===== src/hw/lsu_pkg.sv =====
package lsu_pkg;

    localparam int DATA_WIDTH = 32;
    localparam int ADDR_WIDTH = 32;

    // ------------------------------------------------------------------
    // memory opcodes from the execute stage
    // ------------------------------------------------------------------
    typedef enum logic [3:0] {
        op_none = 4'd0,
        op_lb   = 4'd1,
        op_lh   = 4'd2,
        op_lw   = 4'd3,
        op_lbu  = 4'd4,
        op_lhu  = 4'd5,
        op_sb   = 4'd6,
        op_sh   = 4'd7,
        op_sw   = 4'd8
    } mem_op_e;

    // one access held steady until its complete pulse
    typedef struct packed {
        logic                  valid;
        logic                  ren;
        logic                  wen;
        mem_op_e               op;
        logic [ADDR_WIDTH-1:0] addr;
        logic [DATA_WIDTH-1:0] wdata;
    } lsu_req_t;

endpackage


===== src/hw/sbus_pkg.sv =====
package sbus_pkg;

    localparam int BUS_ADDR_W  = 32;
    localparam int BUS_DATA_W  = 32;
    localparam int BUS_MASK_W  = BUS_DATA_W / 8;

    localparam int MEM_WORDS   = 256;
    localparam int MEM_IDX_W   = $clog2(MEM_WORDS);
    localparam int MEM_LATENCY = 2;
    localparam int LAT_CNT_W   = $clog2(MEM_LATENCY + 1);

    localparam logic [1:0] RESP_OKAY = 2'b00;

    typedef logic [LAT_CNT_W-1:0] lat_cnt_t;

    // ------------------------------------------------------------------
    // simple bus channels
    // ------------------------------------------------------------------
    typedef struct packed {
        logic                  req;
        logic [BUS_ADDR_W-1:0] addr;
        logic [BUS_DATA_W-1:0] data;
        logic [BUS_MASK_W-1:0] mask;
    } sbus_wr_req_t;

    typedef struct packed {
        logic                  req;
        logic [BUS_ADDR_W-1:0] addr;
    } sbus_rd_req_t;

    typedef struct packed {
        logic [1:0] resp;
        logic       complete;
    } sbus_wr_rsp_t;

    typedef struct packed {
        logic [BUS_DATA_W-1:0] data;
        logic [1:0]            resp;
        logic                  complete;
    } sbus_rd_rsp_t;

endpackage


===== src/hw/lsu.sv =====
`timescale 1ns/10ps

module lsu (
    input  logic                             clk,
    input  logic                             rst,
    input  lsu_pkg::lsu_req_t                req,
    output logic [lsu_pkg::DATA_WIDTH-1:0]   wreg,
    output logic                             rvalid,
    output logic                             wcomplete,
    output logic                             access_start,
    output sbus_pkg::sbus_wr_req_t           wr_req,
    input  sbus_pkg::sbus_wr_rsp_t           wr_rsp,
    output sbus_pkg::sbus_rd_req_t           rd_req,
    input  sbus_pkg::sbus_rd_rsp_t           rd_rsp
);

    logic                                wen_act;
    logic                                ren_act;
    logic                                wen_q;
    logic                                ren_q;
    logic                                wen_pos;
    logic                                ren_pos;
    logic [lsu_pkg::ADDR_WIDTH-1:0]      waddr;
    logic [lsu_pkg::ADDR_WIDTH-1:0]      raddr;
    logic [1:0]                          woff;
    logic [1:0]                          roff;
    logic [4:0]                          wshift;
    logic [lsu_pkg::DATA_WIDTH-1:0]      wdata_lane;
    logic [sbus_pkg::BUS_MASK_W-1:0]     wmask;
    logic [sbus_pkg::BUS_MASK_W-1:0]     rmask;
    logic [lsu_pkg::DATA_WIDTH-1:0]      rdata;
    logic [7:0]                          rbyte;
    logic [15:0]                         rhalf;

    // ------------------------------------------------------------------
    // enable edge detection
    // ------------------------------------------------------------------
    assign wen_act = req.valid & req.wen;
    assign ren_act = req.valid & req.ren;

    always_ff @(posedge clk) begin
        if (rst) begin
            wen_q <= 1'b0;
            ren_q <= 1'b0;
        end else begin
            wen_q <= wen_act;
            ren_q <= ren_act;
        end
    end

    // only the first cycle of a held enable starts an access
    assign wen_pos      = wen_act & ~wen_q;
    assign ren_pos      = ren_act & ~ren_q;
    assign access_start = wen_pos | ren_pos;

    assign waddr = wen_act ? req.addr : '0;
    assign raddr = ren_act ? req.addr : '0;
    assign woff  = waddr[1:0];
    assign roff  = raddr[1:0];

    // ------------------------------------------------------------------
    // store lane alignment
    // ------------------------------------------------------------------
    assign wshift = {woff, 3'b000};

    always_comb begin
        wmask      = '0;
        wdata_lane = '0;
        case (req.op)
            lsu_pkg::op_sb: begin
                wmask      = 4'b0001 << woff;
                wdata_lane = req.wdata << wshift;
            end
            lsu_pkg::op_sh: begin
                // odd offset leaves the mask empty
                if (!woff[0]) begin
                    wmask      = 4'b0011 << woff;
                    wdata_lane = req.wdata << wshift;
                end
            end
            lsu_pkg::op_sw: begin
                if (woff == 2'b00) begin
                    wmask      = 4'b1111;
                    wdata_lane = req.wdata;
                end
            end
            default: begin
                wmask      = '0;
                wdata_lane = '0;
            end
        endcase
    end

    // ------------------------------------------------------------------
    // load byte select and extension
    // ------------------------------------------------------------------
    assign rdata = rd_rsp.data;

    always_comb begin
        case (req.op)
            lsu_pkg::op_lw:                 rmask = 4'b1111;
            lsu_pkg::op_lh, lsu_pkg::op_lhu: rmask = roff[0] ? 4'b0000 : 4'b0011 << roff;
            lsu_pkg::op_lb, lsu_pkg::op_lbu: rmask = 4'b0001 << roff;
            default:                        rmask = '0;
        endcase
    end

    always_comb begin
        rbyte = '0;
        for (int i = 0; i < sbus_pkg::BUS_MASK_W; i++) begin
            if (rmask[i]) begin
                rbyte = rbyte | rdata[8*i +: 8];
            end
        end
    end

    assign rhalf = (rmask[1:0] == 2'b11) ? rdata[15:0]  :
                   (rmask[3:2] == 2'b11) ? rdata[31:16] : 16'h0000;

    always_comb begin
        case (req.op)
            lsu_pkg::op_lb:  wreg = {{(lsu_pkg::DATA_WIDTH-8){rbyte[7]}}, rbyte};
            lsu_pkg::op_lbu: wreg = {{(lsu_pkg::DATA_WIDTH-8){1'b0}}, rbyte};
            lsu_pkg::op_lh:  wreg = {{(lsu_pkg::DATA_WIDTH-16){rhalf[15]}}, rhalf};
            lsu_pkg::op_lhu: wreg = {{(lsu_pkg::DATA_WIDTH-16){1'b0}}, rhalf};
            lsu_pkg::op_lw:  wreg = rdata;
            default:         wreg = '0;
        endcase
    end

    // ------------------------------------------------------------------
    // bus side
    // ------------------------------------------------------------------
    always_comb begin
        wr_req.req  = wen_pos;
        wr_req.addr = waddr;
        wr_req.data = wdata_lane;
        wr_req.mask = wmask;
        rd_req.req  = ren_pos;
        rd_req.addr = raddr;
    end

    assign wcomplete = wr_rsp.complete;
    assign rvalid    = rd_rsp.complete;

    a_single_req: assert property (@(posedge clk) disable iff (rst)
        !(wr_req.req && rd_req.req))
        else $error("read and write request in the same cycle");

    // the memory answers every access after its fixed latency
    a_complete_latency: assert property (@(posedge clk) disable iff (rst)
        access_start |-> ##(sbus_pkg::MEM_LATENCY) (rvalid || wcomplete))
        else $error("access did not complete after the bus latency");

endmodule


===== config.mk =====
export PLATFORM = sky130hd
export DESIGN_NAME = lsu
export DESIGN_NICKNAME = d
export VERILOG_FILES = /design/src/hw/lsu_pkg.sv /design/src/hw/sbus_pkg.sv /design/src/hw/lsu.sv
export SDC_FILE = /design/constraint.sdc
export NUM_CORES = 1
export LEC_CHECK = 0
export BUFFER_PORTS_ARGS = -buffer_cell sky130_fd_sc_hd__buf_2
export CAP_MARGIN = 20
export CELL_PAD_IN_SITES_DETAIL_PLACEMENT = 2
export CELL_PAD_IN_SITES_GLOBAL_PLACEMENT = 2
export CORE_ASPECT_RATIO = 1.25
export CORE_UTILIZATION = 15
export CTS_BUF_LIST = sky130_fd_sc_hd__clkbuf_4 sky130_fd_sc_hd__clkbuf_8
export CTS_CLUSTER_SIZE = 28
export DETAILED_ROUTE_END_ITERATION = 10
export PLACE_DENSITY_LB_ADDON = 0.15
export REMOVE_ABC_BUFFERS = 1
export SETUP_SLACK_MARGIN = 0.5
export SLEW_MARGIN = 20
export SYNTH_ARGS = -nofsm -noshare
export SYNTH_HDL_FRONTEND = slang
export SYNTH_SLANG_ARGS = --single-unit
export TNS_END_PERCENT = 20

===== constraint.sdc =====
create_clock -name clk -period 1.5 [get_ports clk]
set_input_delay 0.075 -clock clk [delete_from_list [all_inputs] [get_ports clk]]
set_output_delay 0.075 -clock clk [all_outputs]
set_load 0.01 [all_outputs]

==> results.cfg <==
[critical_path]
crit_path_max_fanout = 8
critPathLaunchType = input pin
worstPathArrival_ps = 1720
start_to_end_type_of_the_worst_setup_path = in2out
critical_path_data_required_time_ps = 1420
critPathLaunch = req[66]
critical_path.endpoint_type = output port

[synth]
number_of_enable_type_register_cells_in_the_synthesized_netlist = 0
ys_dominant_reg_cell = dfxtp_1
syn-mean-instance-area_um2 = 6.61
syn-cell-area_mm2 = 0.00244
ys_async_sr_fraction = 0
yosys_warnings = 0
synth_cells = 370
ys_types = 59
yosysSeqAreaShare = 0.0164
yosys_register_bits = 2

[clocking]
clock_tree_from_tritoncts = done
clockRootBuffer = clkbuf_8
tritoncts.num_buffers = 3
cts.clk_slew.worst_paths_ps = 30
htree_num_levels = 1
clk_path_buf_depth = 2
cts.sink_count = 2

[placement]
place_congestion = 0.773
post_dp_cell_area_mm2 = 0.00433
port-buffer-count = 239
place_hpwl_mm = 12.9

[global_routing]
groute.layer.met1.usage = 0.216
groute.layer.met3.usage = 0.0208
groute.usage.overall = 0.189
antenna_violations_before_repair = 0
grt_start_max_net_pins = 62
globalRoute.busiestLayer = met2
overflow = 0
grt.met2_usage = 0.375
vias_in_the_first_global_route = 4568
grt_pass1_wl_mm = 25.1

[outcome]
status = finished with violations
violations = setup timing

[power_and_ir_drop]
totalPowerFinal_mw = 1.53
internal_power_mw = 0.829
power.net_switching_mw = 0.706
comb_power_share = 0.826
seq_power_share = 0.037
p_leak_nw = 2.87
peakVddDrop_mv = 0.117
power_per_cell_area_mw_per_mm2 = 300
netSwitchingFraction = 0.460
clkPwrFrac = 0.137

[cells_and_area]
diodes = 0
area_delta_synth_final_pct = 109
final_common_cell = buf_2
mostFrequentLayoutCells = buf_2 (228), buf_4 (74), and3_1 (60)
fin_nets = 781
fillCellCount = 1914
postLayoutCellArea_mm2 = 0.00512
drive_gt1_frac = 0.648
postLayoutCoreUtil = 0.325

[timing]
fin_max_slew_vios = 0
final.period_utilization = 1.20
timing.final.setup_violations = 62
setup_slack_ps = -299
clock.fmax_mhz = 556
period_needed_ps = 1800
relative_slew_slack = 0.742
tightestPinTransition_ps = 387
report.final.hold_viol_count = 0
grt_setup_unrepaired = true

[floorplan]
io_pins = 248
die_area_mm2 = 0.0168
core.rowCount = 51
core-area_mm2 = 0.0158
start_util = 0.155
fp.dieH_um = 145
die-width_um = 116

[route]
drt-initial-drc-count = 148
first_pass_iters = 5
drt_drc_violations_left = 0
vias_per_cell = 4.84
routedWlPerCell_um = 18.8
antenna_violating_nets_post_route = 0
wirelength_mm = 16.5
routed-via-count = 4261

[min_path]
worst_hold_startpoint = rst
min_path_type = in2reg

[flow_run]
max-cap-violations = 0
-- Yosys cell counts (2+ instances only) --
cell	count	area share
o21ai_1	8	0.016
dfxtp_1	2	0.016
o21ai_0	8	0.016
and2_1	9	0.023
nand2_1	64	0.098
mux2_2	8	0.037
a22oi_1	10	0.031
o22ai_1	6	0.015
nor2_1	9	0.014
buf_2	10	0.020
buf_6	4	0.018
and4_1	2	0.0072
nand4b_1	2	0.0072
a211oi_1	10	0.031
nor2_2	2	0.0051
o221ai_1	17	0.061
o21ai_2	4	0.014
nor2b_1	9	0.023
nand3_1	8	0.016
nand3b_1	5	0.015
a31oi_1	5	0.013
a22o_1	7	0.025
buf_4	10	0.031
o2bb2ai_1	16	0.057
nor3_1	3	0.0061
and3_1	61	0.16
inv_2	2	0.0031
a21oi_1	4	0.0082
clkbuf_1	18	0.028
inv_1	8	0.012
a222oi_1	7	0.029
o211ai_1	2	0.0061
xnor2_1	2	0.0072
o21a_1	3	0.0092
-- timing repair --
action	CTS	global route
endpoints found under the setup margin	131	131
setup buffers	14	4
hold buffers	0	0
gates cloned	2	0
resized for setup	85	53
pin swaps	25	19
-- metal layers --
metal / part of all wire / wire length [µm] / vias to the layer above
met2: 0.55 / 9010 / 144
li1: - / - / 2022
met1: 0.39 / 6520 / 2083
met4: 0.012 / 193 / 0
met3: 0.048 / 785 / 12
met5: 0 / 0 / -
-- logic make-up (layout without fill, tap and decap cells) --
group | after synthesis | after routing | synth area share
AO/OA/AOI/OAI | 117 | 117 | 0.385
XOR/XNOR | 3 | 3 | 0.0138
buffers and inverters | 53 | 351 | 0.114
flip-flops | 2 | 2 | 0.0164
multiplexers | 8 | 8 | 0.0368
AND/OR/NAND/NOR | 187 | 187 | 0.434
-- flip-flops by register name, indices dropped and copies added (netlist names) --
register,flops
ren_q,1
wen_q,1
-- worst max-delay path, cell delays in order --
cell and delay, ps:
buf_12 110, nor4b_4 250, buf_4 190, buf_4 120, o21ai_2 70, a41oi_4 310, o31ai_4 90, buf_4 170
buf_16 140, o21ai_2 50, buf_2 150
-- worst paths after layout --
check | endpoint | slack [ps] | cells past startpoint
worst min-delay path | ren_q | 40 | 2
worst max-delay path | wreg[26] | -300 | 11
-- power by group through the flow --
| stage | combinational (mW) | sequential, mW | clock, mW |
|---|---|---|---|
| 4_1_cts | 1.20 | 0.0569 | 0.218 |
| 3_3_place_gp | 1.06 | 0.0574 | 0 |
| 5_1_grt | 1.37 | 0.0570 | 0.223 |
| 2_1_floorplan | 0.422 | 0.0573 | 0 |
| 6_report | 1.27 | 0.0568 | 0.210 |
| 3_5_place_dp | 1.09 | 0.0575 | 0 |
-- cell type report --
cell class                 instances  area [µm²]  share of cell area
multi-input combinational        315        2510               0.491
timing repair buffer             338        2220               0.434
tap                              212         265              0.0518
clock buffer                       3        41.3             0.00806
sequential                         2        40.0             0.00782
inverter                          10        37.5             0.00733
-- through the flow --
step | hold WS [ps] | setup slack, ps | setup TNS (ps) | instances
floorplan | 147 | -452 | -12390 | 327
global placement | 150 | -438 | -18240 | 857
detailed placement | 150 | -492 | -20900 | 857
CTS | 38.9 | -266 | -9120 | 876
global route | 50.7 | -336 | -13070 | 880
finish | 41.3 | -299 | -9100 | 880
Power figures use the tool's default switching activity.
